==> config.mk <==
export PLATFORM = sky130hd
export DESIGN_NAME = reservation_station
export DESIGN_NICKNAME = d
export VERILOG_FILES = /design/src/rtl/ooo_pkg.sv /design/src/rtl/reservation_station.sv
export VERILOG_INCLUDE_DIRS = /design/src /design/src/rtl
export SDC_FILE = /design/constraint.sdc
export NUM_CORES = 1
export LEC_CHECK = 0
export ABC_AREA = 1
export BUFFER_PORTS_ARGS = -buffer_cell sky130_fd_sc_hd__buf_2
export CORE_MARGIN = 2
export CORE_UTILIZATION = 55
export CTS_CLUSTER_SIZE = 40
export DETAILED_ROUTE_END_ITERATION = 10
export HOLD_SLACK_MARGIN = 0.06
export PLACE_DENSITY = 0.81
export SLEW_MARGIN = 5
export SYNTH_ARGS = -nofsm -noshare
export SYNTH_HDL_FRONTEND = slang
export SYNTH_SLANG_ARGS = --single-unit
==> constraint.sdc <==
create_clock -name clk -period 12.05 [get_ports clk]
set_input_delay 1.205 -clock clk [delete_from_list [all_inputs] [get_ports clk]]
set_output_delay 1.205 -clock clk [all_outputs]
set_load 0.03 [all_outputs]
==> src/rtl/ooo_defines.svh <==
`ifndef OOO_DEFINES_SVH
`define OOO_DEFINES_SVH

// Datapath and architectural state
`define XLEN 32
`define ARCH_REGS 32
`define PREG_COUNT 64

// Buffer depths, IQ_DEPTH is also the sender's starting credit
`define IQ_DEPTH 4
`define ROB_DEPTH 8
`define RS_SIZE 4

// One CDB entry per ALU
`define N_ALU 2

`endif

==> src/rtl/ooo_pkg.sv <==
`include "ooo_defines.svh"

package ooo_pkg;

    typedef enum logic [3:0] {
        ALU_ADD,
        ALU_SUB,
        ALU_SLL,
        ALU_SLT,
        ALU_SLTU,
        ALU_XOR,
        ALU_SRL,
        ALU_SRA,
        ALU_OR,
        ALU_AND
    } alu_op_e;

    typedef logic [$clog2(`ARCH_REGS)-1:0] areg_t;
    typedef logic [$clog2(`PREG_COUNT)-1:0] preg_t;
    typedef logic [$clog2(`ROB_DEPTH)-1:0] rob_tag_t;

    // writes_rd is low for NOPs and for rd == x0
    typedef struct packed {
        alu_op_e op;
        areg_t rd;
        areg_t rs1;
        areg_t rs2;
        logic [`XLEN-1:0] imm;
        logic use_imm;
        logic writes_rd;
    } decoded_inst_t;

    typedef struct packed {
        logic valid;
        alu_op_e op;
        logic [`XLEN-1:0] imm;
        logic use_imm;
        rob_tag_t rob_tag;
        preg_t src1_preg;
        logic src1_ready;
        preg_t src2_preg;
        logic src2_ready;
        preg_t dst_preg;
        preg_t old_preg;
        areg_t rd;
        logic writes_rd;
    } dispatch_t;

    typedef struct packed {
        logic valid;
        alu_op_e op;
        logic [`XLEN-1:0] imm;
        logic use_imm;
        preg_t src1_preg;
        preg_t src2_preg;
        preg_t dst_preg;
        rob_tag_t rob_tag;
    } issue_t;

    typedef struct packed {
        logic [`XLEN-1:0] src1_value;
        logic [`XLEN-1:0] src2_value;
    } operands_t;

    typedef struct packed {
        logic valid;
        preg_t dst_preg;
        rob_tag_t rob_tag;
        logic [`XLEN-1:0] value;
    } cdb_entry_t;

    // free_valid and old_preg are consumed by rename only
    typedef struct packed {
        logic valid;
        areg_t rd;
        logic [`XLEN-1:0] value;
        logic free_valid;
        preg_t old_preg;
    } commit_t;

endpackage

==> src/rtl/reservation_station.sv <==
`include "ooo_defines.svh"

module reservation_station (
    input  logic                                clk,
    input  logic                                rst,
    input  ooo_pkg::dispatch_t                  dispatch,
    input  ooo_pkg::cdb_entry_t [`N_ALU-1:0]    cdb,
    output logic                                rs_full,
    output ooo_pkg::issue_t [`N_ALU-1:0]        issue
);
    import ooo_pkg::*;

    localparam int IDX_W = $clog2(`RS_SIZE);

    issue_t slot [`RS_SIZE];
    logic [`RS_SIZE-1:0] rdy1;
    logic [`RS_SIZE-1:0] rdy2;
    logic [`RS_SIZE-1:0] occupied;
    logic [`RS_SIZE-1:0] grant;
    logic [IDX_W-1:0] free_idx;
    issue_t incoming;

    always_comb begin
        for (int i = 0; i < `RS_SIZE; i++) begin
            occupied[i] = slot[i].valid;
        end
    end

    assign rs_full = &occupied;

    always_comb begin
        free_idx = '0;
        for (int i = `RS_SIZE - 1; i >= 0; i--) begin
            if (!occupied[i]) begin
                free_idx = IDX_W'(i);
            end
        end
    end

    always_comb begin
        incoming.valid = 1'b1;
        incoming.op = dispatch.op;
        incoming.imm = dispatch.imm;
        incoming.use_imm = dispatch.use_imm;
        incoming.src1_preg = dispatch.src1_preg;
        incoming.src2_preg = dispatch.src2_preg;
        incoming.dst_preg = dispatch.dst_preg;
        incoming.rob_tag = dispatch.rob_tag;
    end

    // Up to one ready entry per ALU, lowest index first
    always_comb begin
        int n;
        n = 0;
        grant = '0;
        issue = '0;
        for (int i = 0; i < `RS_SIZE; i++) begin
            if (slot[i].valid && rdy1[i] && rdy2[i] && n < `N_ALU) begin
                issue[n] = slot[i];
                grant[i] = 1'b1;
                n++;
            end
        end
    end

    always_ff @(posedge clk) begin
        if (rst) begin
            for (int i = 0; i < `RS_SIZE; i++) begin
                slot[i].valid <= 1'b0;
            end
        end else begin
            for (int i = 0; i < `RS_SIZE; i++) begin
                if (grant[i]) begin
                    slot[i].valid <= 1'b0;
                end
                // Wakeup from broadcast results
                for (int c = 0; c < `N_ALU; c++) begin
                    if (cdb[c].valid && cdb[c].dst_preg == slot[i].src1_preg) begin
                        rdy1[i] <= 1'b1;
                    end
                    if (cdb[c].valid && cdb[c].dst_preg == slot[i].src2_preg) begin
                        rdy2[i] <= 1'b1;
                    end
                end
            end
            // NOPs and rd == x0 never wait here
            if (dispatch.valid && dispatch.writes_rd) begin
                slot[free_idx] <= incoming;
                rdy1[free_idx] <= dispatch.src1_ready;
                rdy2[free_idx] <= dispatch.src2_ready;
            end
        end
    end

endmodule

==> results_tabular.tex, run 1 <==
\begin{tabular}{lr}
\hline
Metric & Value \\
\hline
\multicolumn{2}{l}{\textbf{Status}} \\
Run status & complete, no violations \\
\multicolumn{2}{l}{\textbf{Clock network}} \\
Clock tree from TritonCTS & yes \\
H-tree Lvls & 1 \\
Number of sinks handled by clock tree synthesis & 244 \\
Clock buffer depth & 3 \\
Post-CTS Resized & 0 \\
\# hold bufs at CTS & 0 \\
Clock network latency to the later pin of the worst-skew pair & 0.54 ns \\
Clk Tree Root Cell & clkbuf\_16 \\
Number of CTS-inserted buffers & 27 \\
Number of buffers inserted to repair setup after CTS & 0 \\
Clock-pin slew on the worst setup and hold paths & 0.06 ns \\
\multicolumn{2}{l}{\textbf{Power and ir drop}} \\
Power Dens Cells & 122 nW/um\^{}2 \\
Fraction of power spent switching nets & 0.232 \\
Share of total power in combinational logic & 0.067 \\
Clock share of power & 0.412 \\
Peak supply drop & 0.121 mV \\
Reported net switching power & 0.423 mW \\
Internal Power & 1.40 mW \\
Leakage power & 7.09 nW \\
Part of the total power dissipated in sequential elements & 0.521 \\
\multicolumn{2}{l}{\textbf{Layout}} \\
Fill cell total of the finished layout & 1967 \\
Sequential cell area & 7290 um\^{}2 \\
Share of post-route cells with drive strength above 1 & 0.150 \\
P\&R area growth vs syn & 14.8\% \\
Area used by multi-input combinational logic & 4760 um\^{}2 \\
Net count reported at finish & 1931 \\
\multicolumn{2}{l}{\textbf{Logic synthesis}} \\
Ys flop type & edfxtp\_1 \\
Synth cell count leaders & nand2\_1 (747), edfxtp\_1 (240), nand3\_1 (172) \\
Main area contributors after synthesis & edfxtp\_1 (55\%), nand2\_1 (21\%), nand3\_1 (6.6\%) \\
Syn Std Cell Area & 13100 um\^{}2 \\
Share of synthesized flip-flops with an asynchronous set or reset & 0 \\
Post-synthesis cell type with the largest combined area & edfxtp\_1 \\
Post-Synthesis Cells & 1612 \\
Share of synthesized area occupied by flip-flops and latches & 0.558 \\
Synth Register Bits & 244 \\
Avg Cell Area, Syn & 8.10 um\^{}2 \\
Net count after synthesis & 1772 \\
Most repeated cell in the gate-level netlist after synthesis & nand2\_1 \\
Number of enable-type register cells in the synthesized netlist & 240 \\
Proportion of netlist area held by the largest area contributor & 0.552 \\
Number of distinct library cells after synthesis & 31 \\
Ys Warns & 0 \\
\multicolumn{2}{l}{\textbf{Critical path}} \\
Ordered list of cells on the worst path & nand3\_4 -> nor2\_4 -> nor2\_1 -> nand2\_2 -> nand2\_4 -> nand2\_2 -> buf\_4 -> nand2\_1 -> nand2\_1 -> buf\_2 \\
Worst EP arrival & 5.26 ns \\
Category of the critical setup timing path & reg -> out \\
Type of element launching the critical path & flip-flop \\
Req. time, crit path & 10.85 ns \\
Reg-to-Reg Start & slot[2][58] \\
Maximum fanout encountered on the critical timing path & 60 \\
Worst stage delay on the critical path & 1.02 ns \\
Kind of end point of the critical path & output pin \\
Terminus of the critical flop-to-flop path & slot[1][29] \\
Worst-path cell with the longest stage delay & nor2\_4 \\
Reg2reg setup slack & 9.30 ns \\
R2r worst-path depth & 7 \\
\multicolumn{2}{l}{\textbf{Worst hold path}} \\
Endpoint, Worst Hold & slot[1][58] \\
Cells on Worst Hold Path & 2 \\
Hold crit path type & reg -> reg \\
HP Start & slot[1][58] \\
\multicolumn{2}{l}{\textbf{Floorplanning}} \\
Horizontal die dimension & 158 um \\
I/O pin count & 278 \\
Starting density of the core & 0.558 \\
Die outline height & 158 um \\
Total die area & 25000 um\^{}2 \\
Floorplan row count & 56 \\
Area of the core & 23400 um\^{}2 \\
\multicolumn{2}{l}{\textbf{Route}} \\
Initial DRT Pass Iterations & 7 \\
Number of routed nets with antenna violations & 0 \\
Mean number of vias per cell & 5.44 \\
Sum of routed wire length over all layers & 37600 um \\
Post-route DRC violation count & 0 \\
Detail-routed net length per standard cell & 17.8 um \\
Violation count after the first detailed-routing iteration & 1127 \\
Total number of vias & 11500 \\
\multicolumn{2}{l}{\textbf{Placement}} \\
Dpl ws & 6.20 ns \\
Final HPWL from detailed placement & 23600 um \\
Number of buffer cells added on primary ports & 196 \\
RePlAce Congestion & 0.909 \\
\multicolumn{2}{l}{\textbf{Timing}} \\
Final hold vios & 0 \\
Setup tns final & 0 ns \\
Relative slew margins & 0.261 \\
Setup clock skew after layout & 0.00841 ns \\
Minimum hold slack & 0.519 ns \\
Final setup margin & 5.58 ns \\
Setup repair after global routing missed its margin & false \\
Period utilization & 0.537 \\
Final slew viol count & 0 \\
Slew at the pin closest to its max-slew limit & 1.11 ns \\
Highest clock frequency the design can meet & 155 MHz \\
Clock period minus worst slack & 6.47 ns \\
Final setup viols & 0 \\
\multicolumn{2}{l}{\textbf{GRT}} \\
Antenna violations before repair & 1 \\
Wire length of the first global-routing pass & 56600 um \\
Congestion Overflow GR & 0 \\
Largest net degree at the start of global routing & 69 \\
Vias in the first global route & 10900 \\
Total track usage & 0.296 \\
\multicolumn{2}{l}{\textbf{Flow run}} \\
Count of maximum capacitance violations & 0 \\
\hline
\end{tabular}
-- critical path, delay by kind of cell, from the launching register on --
family,cells,cell delay [ns]
and+or+nand+nor,8,3.41
DFF,1,0.44
buffers and inverters,2,0.84
-- area by class of cell --
type,count,area share
diodes,1,0.000167
repair buffers,209,0.0720
flip-flops and latches,244,0.486
clock inverters,14,0.00459
clock buffers,36,0.0487
well taps,319,0.0266
multi-input cells,1114,0.318
inverters,175,0.0440
-- power groups by stage --
stage	clock [mW]	sequential, mW	combinational [mW]
after floorplan	0	0.968	0.0720
after global placement	0	0.968	0.118
after detailed placement	0	0.969	0.120
after CTS	0.757	0.951	0.121
after global routing	0.792	0.952	0.134
final	0.752	0.951	0.123
-- through the flow --
| step | area [um^2] | std cells | util | power [mW] |
|---|---|---|---|---|
| after global placement | 14200 | 2061 | 0.606 | 1.09 |
| after detailed placement | 14200 | 2061 | 0.606 | 1.09 |
| after CTS | 15000 | 2111 | 0.640 | 1.83 |
| after global routing | 15000 | 2111 | 0.640 | 1.88 |
| final | 15000 | 2112 | 0.640 | 1.83 |
| after floorplan | 13100 | 1612 | - | 1.04 |
-- worst max path at each step --
stage / start / to / cells after the start
floorplan: dispatch[72] / slot[2][0] / 4
global placement: slot[0][58] / issue[8] / 10
detailed placement: slot[0][58] / issue[84] / 10
CTS: slot[0][58] / issue[84] / 10
global route: slot[0][58] / issue[8] / 10
finish: slot[0][58] / issue[8] / 10
-- registers in the layout, summed over array words and instances (netlist names) --
register / cells
slot: 236
rdy1: 4
rdy2: 4
-- kinds of logic after synthesis --
group | share of synthesized area
simple gates | 0.307
buf+inv | 0.0809
compound gates | 0.0416
fa+ha+maj | 0.000958
flops | 0.558
xor+xnor | 0.0114
-- cell usage in the layout (no fill, tap or decap), types with 2 or more instances in the layout --
master,synthesis,final
o22ai_1,4,4
nand2_2,3,4
xor2_1,10,10
inv_2,2,3
clkbuf_8,0,2
clkbuf_1,28,7
nand2_4,3,3
nand2_1,747,746
nor2_1,51,47
clkinv_2,0,9
a21oi_1,10,10
nor2_4,1,6
buf_4,10,13
dfxtp_1,4,4
clkinv_1,3,7
nor3_1,8,8
clkbuf_16,0,27
o21ai_0,90,90
inv_1,169,168
xnor2_1,7,7
buf_2,38,196
edfxtp_1,240,240
nand3_1,172,172
-- layer usage --
metal	share of wire	global-route usage
met1	0.40	0.386
met2	0.49	0.507
met3	0.088	0.0427
met4	0.026	0.103
met5	0	0
Power figures use the tool's default switching activity.
==> inputs of run 2 (changes only) <==
==> constraint.sdc (replaced) <==
create_clock -name clk -period 6.6 [get_ports clk]
set_input_delay 0.66 -clock clk [delete_from_list [all_inputs] [get_ports clk]]
set_output_delay 0.66 -clock clk [all_outputs]
set_load 0.03 [all_outputs]
==> results_tabular.tex, run 2 (same netlist as run 1, synthesis figures left out) <==
\begin{tabular}{lr}
\hline
Metric & Value \\
\hline
\multicolumn{2}{l}{\textbf{Power and ir drop}} \\
Power Dens Cells & 230 nW/um\^{}2 \\
Total power after layout & 3.48 mW \\
Peak supply drop & 0.201 mV \\
Leakage power & 7.15 nW \\
\multicolumn{2}{l}{\textbf{Timing}} \\
Minimum hold slack & 0.332 ns \\
Setup repair after global routing missed its margin & false \\
Setup tns final & 0 ns \\
Setup clock skew after layout & 0.0109 ns \\
Final slew viol count & 0 \\
Clock period minus worst slack & 5.12 ns \\
Final setup margin & 1.48 ns \\
Relative slew margins & 0.326 \\
Final setup viols & 0 \\
Highest clock frequency the design can meet & 195 MHz \\
Final hold vios & 0 \\
Period utilization & 0.775 \\
Slew at the pin closest to its max-slew limit & 1.01 ns \\
\multicolumn{2}{l}{\textbf{Floorplanning}} \\
I/O pin count & 278 \\
Starting density of the core & 0.558 \\
Total die area & 25000 um\^{}2 \\
Die outline height & 158 um \\
Floorplan row count & 56 \\
Horizontal die dimension & 158 um \\
Area of the core & 23400 um\^{}2 \\
\multicolumn{2}{l}{\textbf{Layout}} \\
Core Util, Final & 0.646 \\
Largest reg by FF count & slot \\
Leading registers by flop count & slot: 236 flops, rdy1: 4 flops, rdy2: 4 flops \\
P\&R area growth vs syn & 15.8\% \\
Sequential cell area & 7290 um\^{}2 \\
Max reg flops & 236 \\
Share of post-route cells with drive strength above 1 & 0.154 \\
Leading cell type in the layout, fill and taps excluded & nand2\_1 \\
Net count reported at finish & 1934 \\
Area used by multi-input combinational logic & 4760 um\^{}2 \\
Fill cell total of the finished layout & 1947 \\
Most frequent cells in the layout & nand2\_1 (746), edfxtp\_1 (240), buf\_2 (196), nand3\_1 (172), inv\_1 (168) \\
\multicolumn{2}{l}{\textbf{Clock network}} \\
Clock buffer depth & 3 \\
Clk Tree Root Cell & clkbuf\_16 \\
Clock network latency to the later pin of the worst-skew pair & 0.53 ns \\
H-tree Lvls & 1 \\
Number of sinks handled by clock tree synthesis & 244 \\
Number of CTS-inserted buffers & 26 \\
Clock tree from TritonCTS & yes \\
Post-CTS Resized & 0 \\
Clock-pin slew on the worst setup and hold paths & 0.06 ns \\
\# hold bufs at CTS & 0 \\
Number of buffers inserted to repair setup after CTS & 0 \\
\multicolumn{2}{l}{\textbf{Route}} \\
Sum of routed wire length over all layers & 37200 um \\
Post-route DRC violation count & 0 \\
Total number of vias & 11600 \\
Violation count after the first detailed-routing iteration & 1054 \\
Detail-routed net length per standard cell & 17.6 um \\
Mean number of vias per cell & 5.50 \\
Number of routed nets with antenna violations & 0 \\
Initial DRT Pass Iterations & 5 \\
\multicolumn{2}{l}{\textbf{GRT}} \\
Congestion Overflow GR & 0 \\
Antenna violations before repair & 1 \\
Total track usage & 0.295 \\
Largest net degree at the start of global routing & 63 \\
Wire length of the first global-routing pass & 56600 um \\
Vias in the first global route & 11200 \\
\multicolumn{2}{l}{\textbf{Critical path}} \\
Kind of end point of the critical path & output pin \\
Worst-path cell with the longest stage delay & buf\_4 \\
Maximum fanout encountered on the critical timing path & 59 \\
Worst stage delay on the critical path & 0.67 ns \\
Worst EP arrival & 4.46 ns \\
Type of element launching the critical path & flip-flop \\
Req. time, crit path & 5.94 ns \\
Category of the critical setup timing path & reg -> out \\
Ordered list of cells on the worst path & nand3\_4 -> inv\_2 -> buf\_4 -> nand2\_4 -> nand2\_4 -> nand2\_2 -> nand2\_4 -> buf\_4 -> inv\_2 -> buf\_4 -> nand3\_1 -> nand2\_1 -> buf\_2 \\
\multicolumn{2}{l}{\textbf{Flow run}} \\
Count of maximum capacitance violations & 0 \\
\multicolumn{2}{l}{\textbf{Status}} \\
Run status & complete, no violations \\
\multicolumn{2}{l}{\textbf{Placement}} \\
Final HPWL from detailed placement & 23500 um \\
Dpl ws & 2.12 ns \\
RePlAce Congestion & 0.948 \\
Number of buffer cells added on primary ports & 196 \\
\multicolumn{2}{l}{\textbf{Worst hold path}} \\
Hold crit path type & in -> reg \\
\hline
\end{tabular}
[run 2: cell count changes in the layout (fill, tap and decap cells not counted), sizes merged]
cell,previous run,this run
buf,209,213
clkbuf,36,27
bufinv,0,5
clkinv,16,18
diode,1,2
[run 2: path summary, 6_finish.rpt]
kind	startpoint	to	slack, ns	depth (start not counted)
setup / recovery	slot[0][58]	issue[76]	1.48	13
hold / removal	dispatch[33]	slot[2][1]	0.33	1
setup reg to reg	rdy1[0]	slot[3][58]	3.11	9
hold reg to reg	slot[1][58]	slot[1][58]	0.54	2
[run 2: layout make-up]
| type | instances | share of cell area |
|---|---|---|
| clock inverter | 21 | 0.0161 |
| tap | 319 | 0.0264 |
| sequential | 244 | 0.482 |
| clock buffer | 27 | 0.0433 |
| timing repair buffer | 213 | 0.0734 |
| multi-input combinational | 1114 | 0.315 |
| inverter | 175 | 0.0436 |
| antenna | 2 | 0.000331 |
[run 2: worst max-delay path: cells and delay by family, from the launching register on]
kind / cells / cell delay (ns)
buf+inv: 6 / 1.99
simple gates: 7 / 1.46
flops: 1 / 0.44
[run 2: per-layer routing]
metal,vias up,part of all wire,wire length (um),GRT usage
met2,629,0.48,17800,0.494
met5,-,0,0,0
met3,98,0.089,3310,0.0430
li1,5497,-,-,-
met1,5398,0.40,14900,0.386
met4,0,0.030,1110,0.124
[run 2: stage by stage]
stage / instances / cell area (um^2)
2_1_floorplan: 1612 / 13100
3_3_place_gp: 2065 / 14200
3_5_place_dp: 2065 / 14200
4_1_cts: 2113 / 15100
5_1_grt: 2113 / 15100
6_report: 2115 / 15100
[run 2: power by group]
group / total (mW) / switching, mW / leakage [nW] / internal, mW
Sequential: 1.74 / 0.0110 / 2.21 / 1.73
Combinational: 0.225 / 0.162 / 4.50 / 0.0624
Clock: 1.52 / 0.603 / 0.447 / 0.918
