[src/rtl/ooo_defines.svh]
`ifndef OOO_DEFINES_SVH
`define OOO_DEFINES_SVH

// Datapath and architectural state
`define XLEN 32
`define ARCH_REGS 32
`define PREG_COUNT 64

// Buffer depths, IQ_DEPTH is also the sender's starting credit
`define IQ_DEPTH 4
`define ROB_DEPTH 8
`define RS_SIZE 4

// One CDB entry per ALU
`define N_ALU 2

`endif

[src/rtl/ooo_pkg.sv]
`include "ooo_defines.svh"

package ooo_pkg;

    typedef enum logic [3:0] {
        ALU_ADD,
        ALU_SUB,
        ALU_SLL,
        ALU_SLT,
        ALU_SLTU,
        ALU_XOR,
        ALU_SRL,
        ALU_SRA,
        ALU_OR,
        ALU_AND
    } alu_op_e;

    typedef logic [$clog2(`ARCH_REGS)-1:0] areg_t;
    typedef logic [$clog2(`PREG_COUNT)-1:0] preg_t;
    typedef logic [$clog2(`ROB_DEPTH)-1:0] rob_tag_t;

    // writes_rd is low for NOPs and for rd == x0
    typedef struct packed {
        alu_op_e op;
        areg_t rd;
        areg_t rs1;
        areg_t rs2;
        logic [`XLEN-1:0] imm;
        logic use_imm;
        logic writes_rd;
    } decoded_inst_t;

    typedef struct packed {
        logic valid;
        alu_op_e op;
        logic [`XLEN-1:0] imm;
        logic use_imm;
        rob_tag_t rob_tag;
        preg_t src1_preg;
        logic src1_ready;
        preg_t src2_preg;
        logic src2_ready;
        preg_t dst_preg;
        preg_t old_preg;
        areg_t rd;
        logic writes_rd;
    } dispatch_t;

    typedef struct packed {
        logic valid;
        alu_op_e op;
        logic [`XLEN-1:0] imm;
        logic use_imm;
        preg_t src1_preg;
        preg_t src2_preg;
        preg_t dst_preg;
        rob_tag_t rob_tag;
    } issue_t;

    typedef struct packed {
        logic [`XLEN-1:0] src1_value;
        logic [`XLEN-1:0] src2_value;
    } operands_t;

    typedef struct packed {
        logic valid;
        preg_t dst_preg;
        rob_tag_t rob_tag;
        logic [`XLEN-1:0] value;
    } cdb_entry_t;

    // free_valid and old_preg are consumed by rename only
    typedef struct packed {
        logic valid;
        areg_t rd;
        logic [`XLEN-1:0] value;
        logic free_valid;
        preg_t old_preg;
    } commit_t;

endpackage

[src/rtl/inst_queue.sv]
`include "ooo_defines.svh"

module inst_queue (
    input  logic                   clk,
    input  logic                   rst,
    input  logic                   push,
    input  logic                   pop,
    input  ooo_pkg::decoded_inst_t din,
    output ooo_pkg::decoded_inst_t head,
    output logic                   empty,
    output logic                   inst_credit
);
    import ooo_pkg::*;

    localparam int PTR_W = $clog2(`IQ_DEPTH);

    decoded_inst_t slots [`IQ_DEPTH];
    logic [PTR_W-1:0] rd_ptr;
    logic [PTR_W-1:0] wr_ptr;
    logic [PTR_W:0] count;

    assign head = slots[rd_ptr];
    assign empty = count == '0;
    // Each entry leaving hands one credit back to the sender
    assign inst_credit = pop;

    always_ff @(posedge clk) begin
        if (push) begin
            slots[wr_ptr] <= din;
        end
    end

    always_ff @(posedge clk) begin
        if (rst) begin
            rd_ptr <= '0;
            wr_ptr <= '0;
            count <= '0;
        end else begin
            if (push) begin
                wr_ptr <= wr_ptr + 1'b1;
            end
            if (pop) begin
                rd_ptr <= rd_ptr + 1'b1;
            end
            count <= count + {{PTR_W{1'b0}}, push} - {{PTR_W{1'b0}}, pop};
        end
    end

endmodule

[config.mk]
export PLATFORM = sky130hd
export DESIGN_NAME = inst_queue
export DESIGN_NICKNAME = d
export VERILOG_FILES = /design/src/rtl/ooo_pkg.sv /design/src/rtl/inst_queue.sv
export VERILOG_INCLUDE_DIRS = /design/src /design/src/rtl
export SDC_FILE = /design/constraint.sdc
export NUM_CORES = 1
export LEC_CHECK = 0
export CAP_MARGIN = 0
export CORE_ASPECT_RATIO = 2
export CORE_MARGIN = 2
export CORE_UTILIZATION = 40
export CTS_CLUSTER_DIAMETER = 100
export DETAILED_ROUTE_END_ITERATION = 10
export DONT_BUFFER_PORTS = 1
export MAX_ROUTING_LAYER = met4
export PLACE_DENSITY_LB_ADDON = 0.1
export SYNTH_ARGS = -nofsm -noshare
export SYNTH_HDL_FRONTEND = slang
export SYNTH_SLANG_ARGS = --single-unit
export TNS_END_PERCENT = 50
[constraint.sdc]
create_clock -name clk -period 3.7 [get_ports clk]
set_clock_uncertainty 0.2 [all_clocks]
set_input_delay 0.37 -clock clk [delete_from_list [all_inputs] [get_ports clk]]
set_output_delay 0.37 -clock clk [all_outputs]
set_load 0.02 [all_outputs]
==> impl_metrics.csv, run 1 <==
group,metric,value,unit
detailed_routing,drc,0,
detailed_routing,routed-via-count,3426,
synth,syn_inst,319,
critical_path,critPathArrivalTime,2.21,ns
critical_path,crit_required,3.13,ns
cells_and_area,synthToLayoutAreaGrowth,19.13,%
timing,maxSlewViolCount,0,
power,switching_share,22.02,%
timing,setup_violations,0,
floorplan,core_area,19910,um2
detailed_routing,vias_per_cell,5.113,
floorplan,start_util,40.94,%
synth,syn_area_per_cell,25.55,um2
timing,hold_viol,0,
critical_path,cp_slowest_cell,"dfxtp_4",
power,switchingPower,1.226,mW
timing,worst_slack,0.9218,ns
clock_network,cts.path.max_buffers,3,
detailed_routing,ant_nets,0,
clock_network,clk_pin_slew,0.06,ns
run_status,outcome,"finished clean",
timing,max_freq,0.3599,GHz
floorplan,io_pins,112,
synth,ys_seq_elements,221,
cells_and_area,drive_gt1_share,22.72,%
run,cap_violations,0,
clock_network,clkLatencyLatePin,0.48,ns
power,peakVddDrop,0.0004354,V
timing,setup_tns,0,ns
placed_design,dp_cells,574,
power,p_int,4.343,mW
timing,worst_pin_slew,0.7396,ns
power,p_leak,3.075,nW
synth,synth_async_sr_flop_share,0,%
synth,synth_area_leader_cell,"edfxtp_1",
critical_path,slowest_delay,0.80,ns
power,seq_power_share,52.7,%
timing,post-route-period-util,75.09,%
synth,synth_common_cells,"edfxtp_1, mux4_2, dfxtp_1",
synth,synth.distinct_cells,22,
synth,synth_ff_type,"edfxtp_1",
global_routing,grt_pass1_wl,22780,um
critical_path,crit_path_cell_trace,"buf_12 > mux4_2",
timing,rsz0062_at_grt,"false",
floorplan,dieArea,21610,um2
critical_path,path_max_fanout,32,
global_routing,grt_pass1_vias,3834,
global_routing,antenna_found_initial,2,
critical_path,path_class,"reg -> out",
synth,synth_top_area_share,78.10,%
detailed_routing,wl_per_cell,22.41,um
critical_path,cp-start-kind,"flip-flop",
timing,slew_headroom,50.31,%
global_routing,grt_usage,14.51,%
detailed_routing,drt_iter0_markers,124,
cells_and_area,final_nets,455,
synth,synth.area.top_cells,"edfxtp_1, mux4_2, dfxtp_1",
synth,syn-num-nets,383,
timing,finalCriticalPeriod,2.778,ns
placed_design,dp_slack,1.331,ns
critical_path,end_kind,"output port",
power,finalPower,5.569,mW
power,combPwrFrac,9.5,%
clock_network,cts_tree,"done",
synth,synthesis.area,8152,um2
global_routing,grt_max_degree,34,
placed_design,dp_hpwl,9031,um
floorplan,rows,73,
floorplan,die_x,104.9,um
clock_network,clock-sinks,221,
clock_network,cts_max_level,1,
power,pwr-share-clk,37.8,%
global_routing,overflow,0,
clock_network,cts-root-buf,"clkbuf_16",
synth,yosysMostFrequentCell,"edfxtp_1",
detailed_routing,routed_wl,15020,um
cells_and_area,final_util,48.77,%
synth,yosysWarnings,0,
placed_design,portBuffers,0,
cells_and_area,final_cell_count_no_fill,670,
floorplan,fp.dieH,205.9,um
synth,ys_seq_area_share,80.31,%
synth,synth_edf_count,212,
clock_network,cts_buffers,20,
detailed_routing,dr.pass1.iters,4,
hold_path,min_path_type,"in -> reg",
power,power.density,573.5,nW/um2
clock_network,cts_resized,0,
placed_design,place_congestion,0.6921,
==> cells in the final DEF (no fill, tap or decap), drive strengths merged <==
| master | instances |
|---|---|
| clkinv | 10 |
| diode | 3 |
| xnor2 | 2 |
| bufinv | 3 |
| and2 | 4 |
| dlygate4sd3 | 57 |
| nor3 | 1 |
| a21oi | 1 |
| ha | 6 |
| inv | 6 |
| a21bo | 1 |
| clkbuf | 23 |
| mux2i | 1 |
| nor2b | 2 |
| mux4 | 53 |
| buf | 6 |
| dfxtp | 9 |
| fa | 1 |
| nor2 | 5 |
| xor3 | 1 |
| edfxtp | 212 |
| nand3b | 1 |
==> critical path, delay by kind of cell (launching register included) <==
kind	cells	cell delay, ns
flops	1	0.80
mux	1	0.61
buf+inv	1	0.29
==> through the flow <==
step                      instance area (um2)  hold slack [ns]
after floorplan                          8152           0.2416
after global placement                   8462           0.2343
after detailed placement                 8462           0.2362
after CTS                                9703           0.1926
after global routing                     9708           0.2414
final                                    9711           0.2099
==> final timing paths <==
kind,cells past startpoint,start,to,slack (ns)
max,2,flip-flop,head[41],0.92
min,4,pop,count[0],0.21
max reg2reg,4,wr_ptr[0],slots[2][24],1.69
min reg2reg,2,rd_ptr[0],flip-flop,0.34
==> sequential cells by signal, summed over array words and instances (netlist names), named ones only <==
register and flops:
wr_ptr 2, slots 212, rd_ptr 2, count 3
==> timing repair <==
item                      4_1_cts  5_1_grt
hold buffers                   57        0
hold endpoints to repair      221        0
buffers inserted                0        0
==> cell type report <==
cell class	count	area [um2]
multi-input combinational	79	1440
timing repair buffer	63	690.7
clock inverter	13	137.6
antenna	3	7.507
sequential	221	6551
clock buffer	23	533.0
inverter	6	22.52
fill	1718	10200
tap	262	327.8
==> power groups by stage <==
stage / Combinational (mW) / Clock [mW] / Sequential [mW]
6_report: 0.531 / 2.10 / 2.94
4_1_cts: 0.547 / 2.17 / 2.94
2_1_floorplan: 0.421 / 0 / 2.95
3_5_place_dp: 0.467 / 0 / 3.00
5_1_grt: 0.568 / 2.26 / 2.95
3_3_place_gp: 0.461 / 0 / 2.99
==> cells by family (layout without fill, tap and decap cells) <==
family | count (synthesis) | after routing | share of synthesized area, %
muxes | 54 | 54 | 14.90
xor gates and xnor gates | 3 | 3 | 0.5065
other | 0 | 3 | 0
AOI/OAI and AO/OA | 2 | 2 | 0.1841
adders and majority gates | 7 | 7 | 1.167
DFF | 221 | 221 | 80.31
and+or+nand+nor | 13 | 13 | 0.8441
buffers and inverters | 19 | 105 | 2.087
==> per-layer routing <==
metal / wire length [um] / track usage, %
met5: 0 / -
met1: 5592 / 15.81
met4: 288 / 4.619
met3: 754 / 3.059
met2: 8383 / 26.37
Power figures use the tool's default switching activity.
==> run 2, diff against run 1 <==
- clock period: 3.7 -> 2.7 ns (I/O delays scaled with it)
==> impl_metrics.csv, run 2 (same netlist as run 1, synthesis figures left out) <==
group,metric,value,unit
critical_path,cp-start-kind,"flip-flop",
cells_and_area,drive_gt1_share,24.33,%
critical_path,crit_required,2.23,ns
cells_and_area,final_nets,462,
critical_path,end_kind,"output port",
critical_path,path_max_fanout,30,
placed_design,portBuffers,0,
global_routing,overflow,0,
critical_path,reg2reg_depth,7,
floorplan,io_pins,112,
power,switchingPower,1.680,mW
placed_design,dp_slack,0.6799,ns
run_status,outcome,"finished clean",
detailed_routing,routed-via-count,3405,
power,p_leak,3.102,nW
timing,maxSlewViolCount,0,
timing,worst_slack,0.2350,ns
timing,hold_ws,0.1033,ns
cells_and_area,n_fill_cell,1688,
floorplan,fp.dieH,205.9,um
detailed_routing,wl_per_cell,22.01,um
global_routing,antenna_found_initial,1,
floorplan,die_x,104.9,um
timing,rsz0062_at_grt,"false",
cells_and_area,final_common_cell,"edfxtp_1",
timing,setup_violations,0,
power,switching_share,21.75,%
power,pwr-share-clk,38.5,%
power,seq_power_share,51.7,%
critical_path,worstReg2RegEnd,"count[2]",
critical_path,rrSetupSlack,0.91,ns
timing,post-route-period-util,91.29,%
global_routing,grt_pass1_vias,3722,
global_routing,grt_pass1_wl,22390,um
clock_network,clkLatencyLatePin,0.49,ns
clock_network,cts_resized,0,
timing,finalCriticalPeriod,2.465,ns
power,finalPower,7.725,mW
critical_path,path_class,"reg -> out",
cells_and_area,biggestRegsByFlops,"slots: 212 flops, count: 3 flops",
detailed_routing,routed_wl,14860,um
global_routing,grt_max_degree,35,
global_routing,grt_usage,14.37,%
timing,setup_tns,0,ns
cells_and_area,mostFrequentLayoutCells,"edfxtp_1, dlygate4sd3_1, mux4_2",
cells_and_area,final_util,48.89,%
power,combPwrFrac,9.8,%
timing,worst_pin_slew,0.7249,ns
floorplan,start_util,40.94,%
cells_and_area,synthToLayoutAreaGrowth,19.42,%
clock_network,cts-root-buf,"clkbuf_16",
detailed_routing,dr.pass1.iters,4,
power,p_int,6.044,mW
critical_path,crit-reg2reg-launch,"count[0]",
critical_path,critPathArrivalTime,1.99,ns
floorplan,rows,73,
detailed_routing,drc,0,
placed_design,dp_hpwl,8566,um
run,cap_violations,0,
power,peakVddDrop,0.0008306,V
cells_and_area,top_register,"slots",
cells_and_area,largest_register_ff_count,212,
power,power.density,793.5,nW/um2
timing,hold_viol,0,
detailed_routing,vias_per_cell,5.044,
timing,slew_headroom,51.30,%
hold_path,min_path_type,"in -> reg",
critical_path,crit_path_end,"head[32]",
clock_network,cts_max_level,1,
clock_network,cts_buffers,20,
clock_network,clk_pin_slew,0.06,ns
floorplan,dieArea,21610,um2
clock_network,cts_tree,"done",
floorplan,core_area,19910,um2
detailed_routing,ant_nets,0,
placed_design,place_congestion,0.6946,
clock_network,cts.path.max_buffers,3,
clock_network,clock-sinks,221,
detailed_routing,drt_iter0_markers,106,
timing,max_freq,0.4057,GHz
==> run 2: changes by cell type in the layout (fill, tap and decap cells not counted), sizes merged <==
cell      change
diode         -1
clkinv        -4
clkinvlp      +2
buf           +7
bufinv        +1
==> run 2: timing repair <==
| item | 4_1_cts | 5_1_grt |
|---|---|---|
| endpoints found under the hold margin | 221 | 0 |
| hold buffers | 57 | 0 |
| buffers inserted | 0 | 0 |
==> run 2: worst max-delay path, stage by stage, from the launching register on <==
cell and delay (ns):
dfxtp_4 0.54, buf_12 0.31, mux4_2 0.64
==> run 2: layer usage <==
layer,track usage (%),routed length (um)
met1,16.30,5567
met4,4.048,275
met3,3.185,773
met2,25.58,8240
met5,-,0
==> run 2: area by class of cell <==
| type | count | area [um2] | share of cell area [%] |
|---|---|---|---|
| Sequential cell | 221 | 6551 | 67.30 |
| Inverter | 6 | 22.52 | 0.2314 |
| Clock buffer | 23 | 533.0 | 5.476 |
| Multi-Input combinational cell | 79 | 1440 | 14.79 |
| Timing Repair Buffer | 70 | 693.2 | 7.121 |
| Clock inverter | 12 | 161.4 | 1.658 |
| Tap cell | 262 | 327.8 | 3.368 |
| Antenna cell | 2 | 5.005 | 0.05141 |
==> run 2: how the worst min path moves through the flow <==
stage	from	to	slack [ns]	depth (start not counted)
after global routing	pop	count[0]	0.13	4
after detailed placement	rst	flip-flop	0.14	1
after CTS	pop	count[0]	0.1	4
final	pop	count[0]	0.10	4
after floorplan	rst	count[0]	0.14	1
after global placement	rst	count[2]	0.14	1
==> run 2: metrics by stage <==
stage               instances  instance area, um2
finish                    675                9734
global route              674                9732
CTS                       673                9729
global placement          581                8464
detailed placement        581                8464
floorplan                 319                8152
==> run 2: power groups by stage <==
stage | Combinational [mW] | Sequential, mW | Clock, mW
after detailed placement | 0.674 | 4.08 | 0
after floorplan | 0.577 | 4.05 | 0
after global placement | 0.665 | 4.07 | 0
after global routing | 0.810 | 4.01 | 3.17
after CTS | 0.779 | 4.00 | 3.06
final | 0.755 | 4.00 | 2.97
==> run 3, diff against run 2 <==
--- a/config.mk
+++ b/config.mk
@@ -16,4 +16,5 @@
 export MAX_ROUTING_LAYER = met4
 export PLACE_DENSITY_LB_ADDON = 0.1
+export RECOVER_POWER = 50
 export SYNTH_ARGS = -nofsm -noshare
 export SYNTH_HDL_FRONTEND = slang
==> constraint.sdc (replaced) <==
create_clock -name clk -period 2.7 [get_ports clk]
set_clock_uncertainty 0.2 [all_clocks]
set_input_delay 0.54 -clock clk [delete_from_list [all_inputs] [get_ports clk]]
set_output_delay 0.54 -clock clk [all_outputs]
set_load 0.02 [all_outputs]
==> impl_metrics.csv, run 3 (same netlist as run 1, synthesis figures left out) <==
group,metric,value,unit
timing,setup_violations,0,
critical_path,crit_required,1.96,ns
placed_design,dp_slack,0.5216,ns
critical_path,path_class,"reg -> out",
floorplan,fp.dieH,205.9,um
cells_and_area,synthToLayoutAreaGrowth,17.33,%
clock_network,cts_tree,"done",
critical_path,end_kind,"output port",
clock_network,cts_buffers,19,
cells_and_area,n_fill_cell,1735,
floorplan,start_util,40.94,%
detailed_routing,drc,0,
cells_and_area,drive_gt1_share,22.69,%
placed_design,portBuffers,0,
floorplan,dieArea,21610,um2
timing,hold_viol,0,
power,p_leak,3.020,nW
clock_network,cts_max_level,1,
clock_network,cts.path.max_buffers,3,
detailed_routing,routed-via-count,3399,
clock_network,clkLatencyLatePin,0.47,ns
timing,finalCriticalPeriod,2.632,ns
cells_and_area,final_util,48.03,%
cells_and_area,mostFrequentLayoutCells,"edfxtp_1, dlygate4sd3_1, mux4_2",
detailed_routing,wl_per_cell,22.31,um
global_routing,grt_usage,14.48,%
detailed_routing,vias_per_cell,5.104,
clock_network,clk_pin_slew,0.07,ns
detailed_routing,dr.pass1.iters,4,
floorplan,rows,73,
run,cap_violations,0,
cells_and_area,finalInstanceArea,9564,um2
global_routing,grt_max_degree,33,
critical_path,cp-start-kind,"flip-flop",
global_routing,overflow,0,
timing,post-route-period-util,97.50,%
timing,worst_pin_slew,0.7284,ns
cells_and_area,final_cell_count_no_fill,666,
placed_design,placed_cell_area,8469,um2
placed_design,dp_cells,580,
timing,setup_tns,0,ns
clock_network,clock-sinks,221,
cells_and_area,largest_register_ff_count,212,
clock_network,cts-root-buf,"clkbuf_16",
cells_and_area,final_common_cell,"edfxtp_1",
timing,maxSlewViolCount,0,
power,peakVddDrop,0.0006608,V
hold_path,min_path_type,"in -> reg",
global_routing,antenna_found_initial,2,
global_routing,grt_pass1_vias,3798,
timing,rsz0062_at_grt,"true",
placed_design,dp_hpwl,8996,um
critical_path,path_max_fanout,30,
global_routing,grt_pass1_wl,22760,um
floorplan,core_area,19910,um2
timing,slew_headroom,51.06,%
floorplan,io_pins,112,
cells_and_area,final_nets,457,
timing,max_freq,0.3799,GHz
cells_and_area,biggestRegsByFlops,"slots: 212 flops, count: 3 flops",
cells_and_area,top_register,"slots",
placed_design,place_congestion,0.7191,
floorplan,die_x,104.9,um
detailed_routing,drt_iter0_markers,88,
critical_path,critPathArrivalTime,1.89,ns
run_status,outcome,"finished clean",
power,power.density,754.3,nW/um2
detailed_routing,routed_wl,14860,um
timing,worst_slack,0.06751,ns
detailed_routing,ant_nets,0,
-- run 3: cell types whose count changed in the layout (fill, tap and decap cells not counted) --
cell           previous run  this run
diode_2                   2         3
clkbuf_2                  0         1
buf_16                    0         1
clkinvlp_4                2         0
bufinv_16                 4         1
dlygate4sd3_1            57        54
buf_4                    11         8
clkbuf_1                  2         5
clkinv_2                  3         2
clkbuf_16                21        19
clkinv_1                  3         2
-- run 3: layer usage --
layer	GRT usage, %	share of wire [%]	vias up	routed length, um
met1	15.83	38	1798	5586
met5	-	0	-	0
met2	26.76	55	93	8244
met4	3.810	1.7	0	259
met3	2.901	5.2	18	767
li1	-	-	1490	-
-- run 3: repair_timing --
| item | in CTS | in global routing |
|---|---|---|
| setup buffers | 0 | 0 |
| resized for setup | 0 | 1 |
| endpoints found under the hold margin | 221 | 0 |
| setup endpoints to repair | 0 | 25 |
| hold buffers | 54 | 0 |
-- run 3: path summary, 6_finish.rpt --
check | depth (start not counted) | end | slack [ns] | start
setup / recovery | 2 | head[26] | 0.07 | flip-flop
hold / removal | 2 | wr_ptr[0] | 0.04 | push
setup reg to reg | 3 | slots[3][16] | 0.90 | wr_ptr[0]
hold reg to reg | 2 | flip-flop | 0.34 | rd_ptr[0]
-- run 3: layout make-up --
class	count	area (um2)	area share, %
Antenna cell	3	7.507	0.07849
Clock buffer	24	494.2	5.167
Clock inverter	5	47.55	0.4971
Inverter	6	22.52	0.2355
Multi-Input combinational cell	79	1440	15.06
Sequential cell	221	6551	68.50
Tap cell	262	327.8	3.428
Timing Repair Buffer	66	673.1	7.038
-- run 3: critical path: stages (launching register included) --
cell	delay, ns
dfxtp_4	0.48
buf_16	0.28
mux4_2	0.64
-- run 3: where the power goes --
| group | switching, mW | internal [mW] |
|---|---|---|
| sequential | 0.0576 | 3.94 |
| combinational | 0.450 | 0.308 |
| clock | 1.08 | 1.38 |
| total | 1.59 | 5.63 |
-- run 3: through the flow --
stage / total power, mW / hold slack (ns)
final: 7.215 / 0.03648
after global routing: 7.480 / 0.03166
after CTS: 7.323 / 0.003918
after detailed placement: 4.758 / 0.3287
after global placement: 4.738 / 0.2984
after floorplan: 4.625 / 0.2918
